===== src/led_defs.svh =====
`ifndef LED_DEFS_SVH
`define LED_DEFS_SVH

// Frame buffer and prescaler sizes
`define LED_RAM_AW        10
`define LED_PSIZE         16
`define LED_CNT_W         4

// Wishbone widths and decode
`define LED_WB_AW         32
`define LED_WB_DW         32
`define LED_MEM_SEL_BIT   12
`define LED_MEM_LAT       4

// Register bit positions
`define LED_CFG_EN_BIT    31
`define LED_CFG_IRQ_BIT   30
`define LED_CFG_IDLE_BIT  29
`define LED_CTRL_GO_BIT   31
`define LED_CTRL_STB_BIT  30
`define LED_CTRL_PROG_BIT 29
`define LED_CTRL_CNT_LSB  25
`define LED_CTRL_LAST_LSB 12

// Bit period in prescaler ticks
`define LED_T_ZERO        8
`define LED_T_ONE         16
`define LED_T_BIT         24

`endif


===== src/led_pkg.sv =====
`include "led_defs.svh"

package led_pkg;

  // Static configuration, driven from the CONFIG/MULT/DIV registers
  typedef struct packed {
    logic                  enable;
    logic                  irq_en;
    logic                  idle_level;
    logic [`LED_PSIZE-1:0] multiplier;
    logic [`LED_PSIZE-1:0] divider;
  } led_cfg_t;

  // Sequence range and extra passes
  typedef struct packed {
    logic [`LED_CNT_W-1:0]  count;
    logic [`LED_RAM_AW-1:0] last;
    logic [`LED_RAM_AW-1:0] first;
  } seq_cmd_t;

  // One bit handed to the encoder
  typedef struct packed {
    logic valid;
    logic value;
  } led_bit_t;

  typedef enum logic [2:0] {
    SEQ_IDLE,
    SEQ_FETCH,   // RAM select
    SEQ_WAIT,    // Read data registered
    SEQ_LOAD,    // Byte captured
    SEQ_SEND
  } seq_state_e;

  typedef enum logic [1:0] {
    REG_CONFIG = 2'd0,
    REG_MULT   = 2'd1,
    REG_DIV    = 2'd2,
    REG_CTRL   = 2'd3
  } reg_idx_e;

endpackage


===== src/led_registers.sv =====
`include "led_defs.svh"

module led_registers (
  input  logic                   clk,
  input  logic                   rst_n,
  input  logic                   wbs_cyc_i,
  input  logic                   wbs_stb_i,
  input  logic                   wbs_we_i,
  input  logic [`LED_WB_AW-1:0]  wbs_adr_i,
  input  logic [`LED_WB_DW-1:0]  wbs_dat_i,
  input  logic [3:0]             wbs_sel_i,
  output logic [`LED_WB_DW-1:0]  wbs_dat_o,
  output logic                   wbs_ack_o,
  output logic                   irq_o,
  output led_pkg::led_cfg_t      cfg_o,
  output led_pkg::seq_cmd_t      cmd_o,
  output logic                   start_o,
  input  logic                   progress_i,
  output logic                   ram_cs_o,
  output logic                   ram_we_o,
  output logic [`LED_RAM_AW-1:0] ram_addr_o,
  output logic [7:0]             ram_wdata_o,
  input  logic [7:0]             ram_rdata_i
);

  localparam logic [1:0] MEM_LAST = 2'(`LED_MEM_LAT - 1);

  logic              req;
  logic              reg_sel;
  logic              reg_wr;
  logic [1:0]        mem_phase;
  logic              progress_q;
  led_pkg::reg_idx_e reg_idx;

  assign req     = wbs_cyc_i && wbs_stb_i && !wbs_ack_o;    // New request only
  assign reg_sel = !wbs_adr_i[`LED_MEM_SEL_BIT];
  assign reg_wr  = req && reg_sel && wbs_we_i && (|wbs_sel_i);
  assign reg_idx = led_pkg::reg_idx_e'(wbs_adr_i[3:2]);

  ////////////////////////////////////////////////////////////////////////////
  // Bus timing
  ////////////////////////////////////////////////////////////////////////////

  always_ff @(posedge clk) begin
    if (!rst_n) begin
      wbs_ack_o <= 1'b0;
      mem_phase <= '0;
      ram_cs_o  <= 1'b0;
      ram_we_o  <= 1'b0;
    end else begin
      wbs_ack_o <= 1'b0;
      ram_cs_o  <= 1'b0;
      ram_we_o  <= 1'b0;
      if (req && reg_sel) begin
        wbs_ack_o <= 1'b1;                              // Registers answer at once
        mem_phase <= '0;
      end else if (req) begin
        mem_phase <= (mem_phase == MEM_LAST) ? 2'd0 : mem_phase + 2'd1;
        if (mem_phase == 2'd0) begin
          ram_cs_o <= 1'b1;
          ram_we_o <= wbs_we_i && wbs_sel_i[0];
        end
        if (mem_phase == MEM_LAST) begin
          wbs_ack_o <= 1'b1;
        end
      end else begin
        mem_phase <= '0;
      end
    end
  end

  // Byte lane 0 carries the frame buffer data
  always_ff @(posedge clk) begin
    if (req && !reg_sel && (mem_phase == 2'd0)) begin
      ram_addr_o  <= wbs_adr_i[`LED_RAM_AW+1:2];
      ram_wdata_o <= wbs_dat_i[7:0];
    end
  end

  // Read data, valid together with ack
  always_ff @(posedge clk) begin
    if (req && reg_sel) begin
      wbs_dat_o <= '0;
      case (reg_idx)
        led_pkg::REG_CONFIG: begin
          wbs_dat_o[`LED_CFG_EN_BIT]   <= cfg_o.enable;
          wbs_dat_o[`LED_CFG_IRQ_BIT]  <= cfg_o.irq_en;
          wbs_dat_o[`LED_CFG_IDLE_BIT] <= cfg_o.idle_level;
        end
        led_pkg::REG_MULT: wbs_dat_o[`LED_PSIZE-1:0] <= cfg_o.multiplier;
        led_pkg::REG_DIV:  wbs_dat_o[`LED_PSIZE-1:0] <= cfg_o.divider;
        led_pkg::REG_CTRL: begin
          wbs_dat_o[`LED_CTRL_STB_BIT]                 <= start_o;
          wbs_dat_o[`LED_CTRL_PROG_BIT]                <= progress_i;
          wbs_dat_o[`LED_CTRL_CNT_LSB +: `LED_CNT_W]   <= cmd_o.count;
          wbs_dat_o[`LED_CTRL_LAST_LSB +: `LED_RAM_AW] <= cmd_o.last;
          wbs_dat_o[`LED_RAM_AW-1:0]                   <= cmd_o.first;
        end
      endcase
    end else if (req && (mem_phase == MEM_LAST)) begin
      wbs_dat_o <= {{(`LED_WB_DW-8){1'b0}}, ram_rdata_i};
    end
  end

  ////////////////////////////////////////////////////////////////////////////
  // Register file, start strobe and interrupt
  ////////////////////////////////////////////////////////////////////////////

  always_ff @(posedge clk) begin
    if (!rst_n) begin
      cfg_o   <= '0;
      cmd_o   <= '0;
      start_o <= 1'b0;
    end else begin
      start_o <= reg_wr && (reg_idx == led_pkg::REG_CTRL) && wbs_dat_i[`LED_CTRL_GO_BIT];
      if (reg_wr) begin
        case (reg_idx)
          led_pkg::REG_CONFIG: begin
            cfg_o.enable     <= wbs_dat_i[`LED_CFG_EN_BIT];
            cfg_o.irq_en     <= wbs_dat_i[`LED_CFG_IRQ_BIT];
            cfg_o.idle_level <= wbs_dat_i[`LED_CFG_IDLE_BIT];
          end
          led_pkg::REG_MULT: cfg_o.multiplier <= wbs_dat_i[`LED_PSIZE-1:0];
          led_pkg::REG_DIV:  cfg_o.divider    <= wbs_dat_i[`LED_PSIZE-1:0];
          led_pkg::REG_CTRL: begin
            cmd_o.count <= wbs_dat_i[`LED_CTRL_CNT_LSB +: `LED_CNT_W];
            cmd_o.last  <= wbs_dat_i[`LED_CTRL_LAST_LSB +: `LED_RAM_AW];
            cmd_o.first <= wbs_dat_i[`LED_RAM_AW-1:0];
          end
        endcase
      end
    end
  end

  always_ff @(posedge clk) begin
    if (!rst_n) begin
      progress_q <= 1'b0;
      irq_o      <= 1'b0;
    end else begin
      progress_q <= progress_i;
      irq_o      <= cfg_o.irq_en && progress_q && !progress_i;   // End of sequence
    end
  end

  // Ack only answers a cycle the master still holds
  a_ack_single: assert property (
    @(posedge clk) disable iff (!rst_n)
    wbs_ack_o |-> wbs_cyc_i && wbs_stb_i
  );

endmodule


===== config.mk =====
export PLATFORM = sky130hd
export DESIGN_NAME = led_registers
export DESIGN_NICKNAME = d
export VERILOG_FILES = /design/src/led_pkg.sv /design/src/led_registers.sv
export VERILOG_INCLUDE_DIRS = /design/src /design/src/src
export SDC_FILE = /design/constraint.sdc
export NUM_CORES = 1
export LEC_CHECK = 0
export ABC_CLOCK_PERIOD_IN_PS = 2900
export BUFFER_PORTS_ARGS = -buffer_cell sky130_fd_sc_hd__clkbuf_2
export CAP_MARGIN = 20
export CORE_MARGIN = 2
export CORE_UTILIZATION = 41
export CTS_BUF_LIST = sky130_fd_sc_hd__clkbuf_4 sky130_fd_sc_hd__clkbuf_8
export DETAILED_ROUTE_END_ITERATION = 6
export MAX_ROUTING_LAYER = met4
export PLACE_DENSITY = 0.75
export SLEW_MARGIN = 20
export SYNTH_ARGS = -nofsm -noshare
export SYNTH_HDL_FRONTEND = slang
export SYNTH_SLANG_ARGS = --single-unit

===== constraint.sdc =====
create_clock -name clk -period 2.9 [get_ports clk]
set_input_delay 0.435 -clock clk [delete_from_list [all_inputs] [get_ports clk]]
set_output_delay 0.435 -clock clk [all_outputs]
set_load 0.01 [all_outputs]

==> qor.log, run 1 <==
qor: status.run_status complete, but fails checks
qor: status.failing_checks design-rule violations
qor: global_routing.initial_antenna_violation_count 1
qor: worst_setup_path.critPathLaunchType flop
qor: synth.yosys_warnings 0
qor: timing.finClkSkew 0.00633 ns
qor: timing.minimum_clock_period_after_layout 1.97 ns
qor: synth.syn_area_per_cell 12.0 um^2
qor: synth.flop_and_latch_count_out_of_synthesis 114
qor: power_and_ir_drop.power-per-cell-area 606 nW/um^2
qor: synth.synth.most_common_cell sky130_fd_sc_hd__nand2_1
qor: die.i_o_pins 196
qor: clocking.cts-buffers-inserted 17
qor: power_and_ir_drop.power.ir.vdd_worst 0.276 mV
qor: power_and_ir_drop.leakage 2.91 nW
qor: detailed_routing.drt-initial-drc-count 314
qor: synth.ys.flop_type sky130_fd_sc_hd__dfxtp_1
qor: detailed_routing.wl_final 11.5 mm
qor: synth.netlist_area 4510 um^2
qor: placed_design.post_place_worst_slack 0.699 ns
qor: clocking.clockBufferDepth 2
qor: finish.layout-drive-gt1-share 0.375
qor: timing.max-slew-margin-rel 0.437
qor: worst_setup_path.cp_capture_type flop
qor: placed_design.finalWeightedCongestion 0.882
qor: timing.final.period_utilization 0.678
qor: power_and_ir_drop.power.sequential.fraction 0.480
qor: finish.final_nets 633
qor: clocking.cts_repair_resize_count 0
qor: detailed_routing.avgRoutedWirePerCell 16.4 um
qor: flow_run.maxCapViolCount 0
qor: placed_design.port_buffers 168
qor: timing.final_max_slew_viol_count 0
qor: synth.synth.cells.most_frequent sky130_fd_sc_hd__nand2_1 (97), sky130_fd_sc_hd__dfxtp_1 (67), sky130_fd_sc_hd__mux2i_1 (59)
qor: placed_design.detailed_place_hpwl 8.23 mm
qor: die.area_of_the_die 11800 um^2
qor: clocking.worst_setup_hold_path_clk_slew 0.07 ns
qor: synth.fraction_of_post_synthesis_cell_area_in_the_top_cell_type_by_area 0.313
qor: clocking.holdBufCountCts 0
qor: clocking.cts_tree built
qor: synth.asyncSetResetFlopFracSynth 0
qor: worst_setup_path.worst-setup-path-type flop to flop
qor: global_routing.first_global_vias 3366
qor: die.dieWidth 109 um
qor: detailed_routing.firstDrtPassIters 7
qor: die.row_count 38
qor: global_routing.track_usage 0.204
qor: clocking.clock_insertion_delay_worst_skew 0.42 ns
qor: power_and_ir_drop.pwr-share-comb 0.056
qor: detailed_routing.viasPerCell 5.03
qor: detailed_routing.postRouteAntennaNets 0
qor: global_routing.grt_residual_overflow 0
qor: timing.setup_viol 0
qor: detailed_routing.detail_route.drc_violations 1
qor: detailed_routing.routed-via-count 3508
qor: synth.syn_inst 377
qor: timing.grt_setup_unrepaired no
qor: die.start_util 0.417
qor: synth.synth.top_cells.by_area sky130_fd_sc_hd__edfxtp_1 (31%), sky130_fd_sc_hd__dfxtp_1 (30%), sky130_fd_sc_hd__mux2i_1 (13%)
qor: synth.synth_edf_count 47
qor: min_path.hold_path_class input port to flop
qor: clocking.htreeDepth 4
qor: timing.post-route-worst-setup-slack 0.934 ns
qor: global_routing.grt_first_pass_wirelength 17.2 mm
qor: timing.tightestPinTransition 0.845 ns
qor: timing.fmax 509 MHz
qor: worst_setup_path.timing.critical_path.required 3.15 ns
qor: power_and_ir_drop.p_sw 0.755 mW
qor: clocking.root_buffer sky130_fd_sc_hd__clkbuf_8
qor: clocking.post_cts.repair.setup_buffers 0
qor: synth.yosysTopAreaCell sky130_fd_sc_hd__edfxtp_1
qor: power_and_ir_drop.internal_power 2.79 mW
qor: timing.timing.setup.tns 0 ns
qor: synth.synth_sequential_area_ratio 0.611
qor: power_and_ir_drop.netSwitchingFraction 0.213
qor: global_routing.grt_max_degree 39
qor: timing.hold_violations 0
qor: die.core 10800 um^2
qor: worst_setup_path.arrival_time_reported_for_the_critical_path_endpoint 2.21 ns
qor: die.fp.dieH 109 um
qor: power_and_ir_drop.clock_power_share 0.465
qor: finish.flow.area_growth_from_synthesis 30.0%
qor: worst_setup_path.cp_max_fo 14
qor: synth.synthDistinctLibCells 29
qor: clocking.number_of_sinks_driven_by_the_clock_tree 114
-- final timing paths --
check	from	end	depth (start not counted)	slack (ns)
min reg2reg	cmd_o[16]	cmd_o[16]	2	0.48
max reg2reg	wbs_ack_o	wbs_dat_o[1]	3	0.93
max	wbs_ack_o	wbs_dat_o[1]	3	0.93
min	wbs_adr_i[4]	ram_addr_o[2]	1	0.18
-- cell usage in the layout, fill, tap and decap left out --
cell type,count
sky130_fd_sc_hd__ha_1,6
sky130_fd_sc_hd__conb_1,3
sky130_fd_sc_hd__buf_12,1
sky130_fd_sc_hd__clkinv_1,2
sky130_fd_sc_hd__nor2_1,9
sky130_fd_sc_hd__buf_2,1
sky130_fd_sc_hd__nand2b_1,1
sky130_fd_sc_hd__a222oi_1,14
sky130_fd_sc_hd__o41a_4,1
sky130_fd_sc_hd__inv_1,5
sky130_fd_sc_hd__clkbuf_4,2
sky130_fd_sc_hd__and4bb_1,1
sky130_fd_sc_hd__clkinv_2,2
sky130_fd_sc_hd__mux2i_1,59
sky130_fd_sc_hd__nand3_1,1
sky130_fd_sc_hd__o21ai_0,8
sky130_fd_sc_hd__buf_4,6
sky130_fd_sc_hd__a22oi_1,4
sky130_fd_sc_hd__clkbuf_8,17
sky130_fd_sc_hd__and4_1,2
sky130_fd_sc_hd__nand4bb_1,1
sky130_fd_sc_hd__nor3_1,2
sky130_fd_sc_hd__and3_1,13
sky130_fd_sc_hd__clkinvlp_4,3
sky130_fd_sc_hd__and2_1,3
sky130_fd_sc_hd__nand3b_1,1
sky130_fd_sc_hd__diode_2,1
sky130_fd_sc_hd__nand2_1,97
sky130_fd_sc_hd__bufinv_16,5
sky130_fd_sc_hd__nand3_4,3
sky130_fd_sc_hd__dfxtp_1,67
sky130_fd_sc_hd__clkbuf_2,167
sky130_fd_sc_hd__a21oi_4,1
sky130_fd_sc_hd__and4b_1,2
sky130_fd_sc_hd__edfxtp_1,47
-- power groups by stage --
stage               registers, mW  logic [mW]  clock network [mW]
detailed placement           1.74       0.198                   0
CTS                          1.70       0.199                1.68
global route                 1.70       0.216                1.75
finish                       1.70       0.197                1.65
floorplan                    1.75      0.0915                   0
global placement             1.74       0.194                   0
-- final cells by class --
| type | count | area (um^2) |
|---|---|---|
| fillers | 928 | 4930 |
| flip-flops and latches | 114 | 2750 |
| multi-input cells | 232 | 1570 |
| repair buffers | 175 | 906 |
| clock buffers | 19 | 249 |
| clock inverters | 12 | 190 |
| well taps | 140 | 175 |
| inverters | 5 | 18.8 |
| diodes | 1 | 2.50 |
-- registers in the layout, summed over array words and instances (netlist names) --
name / cells
wbs_ack_o: 1
wbs_dat_o: 29
start_o: 1
cmd_o: 24
ram_we_o: 1
cfg_o: 35
irq_o: 1
progress_q: 1
ram_addr_o: 10
ram_wdata_o: 8
mem_phase: 2
ram_cs_o: 1
-- metal layers --
layer / track usage / routed length (um)
met1: 0.237 / 4710
met2: 0.329 / 5700
met3: 0.0592 / 833
met4: 0.0897 / 219
met5: - / 0
-- worst max-delay path, cell delays in order (launching register included) --
cell	delay (ns)
sky130_fd_sc_hd__dfxtp_1	0.33
sky130_fd_sc_hd__and4bb_1	0.60
sky130_fd_sc_hd__nand2b_1	0.52
sky130_fd_sc_hd__o21ai_0	0.34
-- metrics by stage --
step | cell area, um^2 | power (mW) | hold slack, ns | instances | util
2_1_floorplan | 4510 | 1.84 | 0.469 | 379 | -
3_3_place_gp | 5420 | 1.93 | 0.458 | 666 | 0.502
3_5_place_dp | 5420 | 1.94 | 0.470 | 666 | 0.502
4_1_cts | 5860 | 3.58 | 0.156 | 697 | 0.543
5_1_grt | 5860 | 3.67 | 0.157 | 698 | 0.543
6_report | 5860 | 3.55 | 0.182 | 698 | 0.543
-- cell families after synthesis --
| group | count (synthesis) | share of synthesized area |
|---|---|---|
| compound gates | 28 | 0.0525 |
| fa+ha+maj | 6 | 0.0167 |
| buf+inv | 33 | 0.0458 |
| flops | 114 | 0.611 |
| mux | 59 | 0.131 |
| other cells | 1 | 0.000832 |
| simple gates | 136 | 0.142 |
Note: power is estimated with default switching activity, not from simulation.
==> run 2: changes to the inputs <==
Settings changed: ABC_CLOCK_PERIOD_IN_PS 2900 to 1700, PLACE_DENSITY 0.75 to 0.77.
Clock period 2.9 ns to 1.7 ns, I/O delays scaled along.
==> run 2 against run 1 <==
  * The flow now finishes without violations
  * Sequential power is 71% higher
  * Utilization is 1.9 points higher
  * Critical path depth is 2 higher
  * Via count is 4.1% higher
  * First-iteration DRC count is 18% lower
  * Setup slack worse by 0.75 ns
  * Worst hold slack worse by 0.15 ns
  * Combinational power is 91% higher
  * Highest routed layer unchanged
  * Sequential share of layout area is 1.6 points lower
==> qor.log, run 2 (synthesized netlist as in run 1, its figures left out) <==
qor: timing.final.period_utilization 0.893 [+0.215]
qor: clocking.post_cts.repair.setup_buffers 0 [unchanged]
qor: finish.most_flop_heavy_register cfg_o
qor: timing.grt_setup_unrepaired no
qor: global_routing.grt_residual_overflow 0 [unchanged]
qor: global_routing.first_global_vias 3490 [+3.7%]
qor: detailed_routing.detail_route.drc_violations 0 [-1]
qor: detailed_routing.wl_final 11.7 mm [+1.8%]
qor: timing.setup_viol 0 [unchanged]
qor: timing.minimum_clock_period_after_layout 1.52 ns [-0.448 ns]
qor: detailed_routing.avgRoutedWirePerCell 16.2 um [-1.1%]
qor: min_path.hold_path_class input port to flop
qor: die.core 10800 um^2 [unchanged]
qor: power_and_ir_drop.power-per-cell-area 990 nW/um^2 [+63%]
qor: global_routing.grt_max_degree 50 [+28%]
qor: worst_setup_path.critPathLaunchType flop
qor: die.i_o_pins 196 [unchanged]
qor: power_and_ir_drop.power.ir.vdd_worst 0.501 mV [+82%]
qor: finish.biggest_registers_after_layout cfg_o x35, wbs_dat_o x29, cmd_o x24
qor: finish.mostFrequentLayoutCells sky130_fd_sc_hd__clkbuf_2 (167), sky130_fd_sc_hd__nand2_1 (97), sky130_fd_sc_hd__dfxtp_1 (67)
qor: die.area_of_the_die 11800 um^2 [unchanged]
qor: worst_setup_path.cp_max_fo 7 [-7]
qor: worst_setup_path.r2r_end wbs_dat_o[6]
qor: detailed_routing.firstDrtPassIters 5 [-2]
qor: min_path.hp-start wbs_dat_i[2]
qor: die.row_count 38 [unchanged]
qor: placed_design.finalWeightedCongestion 0.856 [-2.9%]
qor: worst_setup_path.reg2reg_depth 5 [+2]
qor: worst_setup_path.worst_path_largest_cell_delay 0.38 ns [-0.22 ns]
qor: worst_setup_path.rr_startpoint wbs_ack_o
qor: worst_setup_path.crit_family simple AND/OR/NAND/NOR gates
qor: clocking.worst_setup_hold_path_clk_slew 0.07 ns [about the same]
qor: placed_design.port_buffers 168 [unchanged]
qor: clocking.cts_tree built
qor: detailed_routing.postRouteAntennaNets 0 [unchanged]
qor: worst_setup_path.path_cells and4bb_1 -> buf_4 -> nand2b_1 -> buf_4 -> o21ai_0
qor: min_path.min_path_cells 1 [unchanged]
qor: die.fp.dieH 109 um [unchanged]
qor: timing.finClkSkew 0.00730 ns [+0.000968 ns]
qor: timing.hold_violations 0 [unchanged]
qor: finish.layout-drive-gt1-share 0.389 [+0.0134]
qor: power_and_ir_drop.leakage 3.02 nW [+3.8%]
qor: timing.fmax 659 MHz [+30%]
qor: global_routing.grt_first_pass_wirelength 17.7 mm [+2.7%]
qor: finish.layout.filler_cells 934 [+0.65%]
qor: clocking.clockBufferDepth 2 [unchanged]
qor: die.dieWidth 109 um [unchanged]
qor: worst_setup_path.arrival_time_reported_for_the_critical_path_endpoint 1.69 ns [-0.52 ns]
qor: status.run_status complete, no violations
qor: die.start_util 0.417 [unchanged]
qor: detailed_routing.drt-initial-drc-count 257 [-18%]
qor: finish.flow.area_growth_from_synthesis 34.6%
qor: worst_setup_path.critPathBufInv 2 [+2]
qor: worst_setup_path.cp_capture_type flop
qor: finish.end_of_flow_core_utilization 0.562 [+0.0189]
qor: clocking.clock_insertion_delay_worst_skew 0.41 ns [about the same]
qor: finish.final_common_cell sky130_fd_sc_hd__clkbuf_2
qor: placed_design.detailed_place_hpwl 8.40 mm [+2.1%]
qor: timing.timing.setup.tns 0 ns [unchanged]
qor: clocking.root_buffer sky130_fd_sc_hd__clkbuf_8
qor: clocking.number_of_sinks_driven_by_the_clock_tree 114 [unchanged]
qor: global_routing.initial_antenna_violation_count 0 [-1]
qor: detailed_routing.viasPerCell 5.08 [+1.0%]
qor: clocking.cts_repair_resize_count 0 [unchanged]
qor: clocking.cts-buffers-inserted 17 [unchanged]
qor: worst_setup_path.timing.reg2reg.setup_slack 0.18 ns [-0.75 ns]
qor: finish.final_nets 654 [+3.3%]
qor: timing.final_max_slew_viol_count 0 [unchanged]
qor: worst_setup_path.critical_path.most_common_cell sky130_fd_sc_hd__buf_4
qor: global_routing.track_usage 0.208 [+0.00391]
qor: flow_run.maxCapViolCount 0 [unchanged]
qor: worst_setup_path.worst-setup-path-type flop to flop
qor: min_path.min_to ram_wdata_o[2]
qor: detailed_routing.routed-via-count 3651 [+4.1%]
qor: power_and_ir_drop.post-layout-total-power 6.00 mW [+69%]
qor: clocking.holdBufCountCts 7 [+7]
qor: finish.largest_reg_flops 35 [unchanged]
qor: worst_setup_path.slowest_stage sky130_fd_sc_hd__dfxtp_1
qor: finish.insertedDiodeCount 0 [-1]
qor: clocking.htreeDepth 4 [unchanged]
qor: worst_setup_path.timing.critical_path.required 1.87 ns [-1.28 ns]
## run 2: cell types whose count changed in the layout (fill, tap and decap cells not counted), sizes merged
cell / delta
dlygate4sd3: +8
diode: -1
buf: +13
bufinv: -1
clkbuf: -1
clkinv: +2
inv: +1
## run 2: layout make-up
class,instances,area (um^2),share of cell area
Clock buffer,18,241,0.0398
Inverter,5,18.8,0.00310
Sequential cell,114,2750,0.454
Multi-Input combinational cell,232,1570,0.258
Clock inverter,14,189,0.0312
Tap cell,140,175,0.0289
Timing Repair Buffer,196,1120,0.185
## run 2: power breakdown
part | leakage (nW) | switching (mW) | internal [mW] | total, mW
Combinational | 1.82 | 0.221 | 0.156 | 0.377
Sequential | 0.987 | 0.0162 | 2.89 | 2.90
Clock | 0.212 | 1.11 | 1.61 | 2.72
Total | 3.02 | 1.35 | 4.65 | 6.00
## run 2: worst reg2reg max path, delay by kind of cell, from the launching register on
kind / cells / cell delay, ns
simple gates: 2 / 0.41
buf+inv: 2 / 0.39
flops: 1 / 0.38
compound gates: 1 / 0.10
## run 2: metal layers
metal  vias up  routed length, um  track usage
met2       163               5790        0.327
li1       1719                  -            -
met1      1751               4910        0.260
met5         -                  0            -
met3        18                747       0.0514
met4         0                219       0.0778
## run 2: how the worst max path moves through the flow
stage | from | end | slack [ns] | depth (start not counted)
2_1_floorplan | wbs_adr_i[2] | wbs_dat_o[5] | 0.17 | 6
3_3_place_gp | wbs_adr_i[2] | wbs_dat_o[1] | 0.09 | 6
3_5_place_dp | wbs_adr_i[2] | wbs_dat_o[1] | 0.06 | 6
4_1_cts | wbs_ack_o | wbs_dat_o[6] | 0.15 | 5
5_1_grt | wbs_ack_o | wbs_dat_o[6] | 0.09 | 5
6_report | wbs_ack_o | wbs_dat_o[6] | 0.18 | 5
## run 2: through the flow
step           instance area, um^2  hold slack [ns]  cells  setup slack [ns]
3_3_place_gp                  5550            0.433    679            0.0942
3_5_place_dp                  5550            0.434    679            0.0582
4_1_cts                       6050          0.00699    718             0.155
6_report                      6060           0.0317    719             0.182
5_1_grt                       6060         0.000103    719            0.0861
2_1_floorplan                 4520            0.354    379             0.167
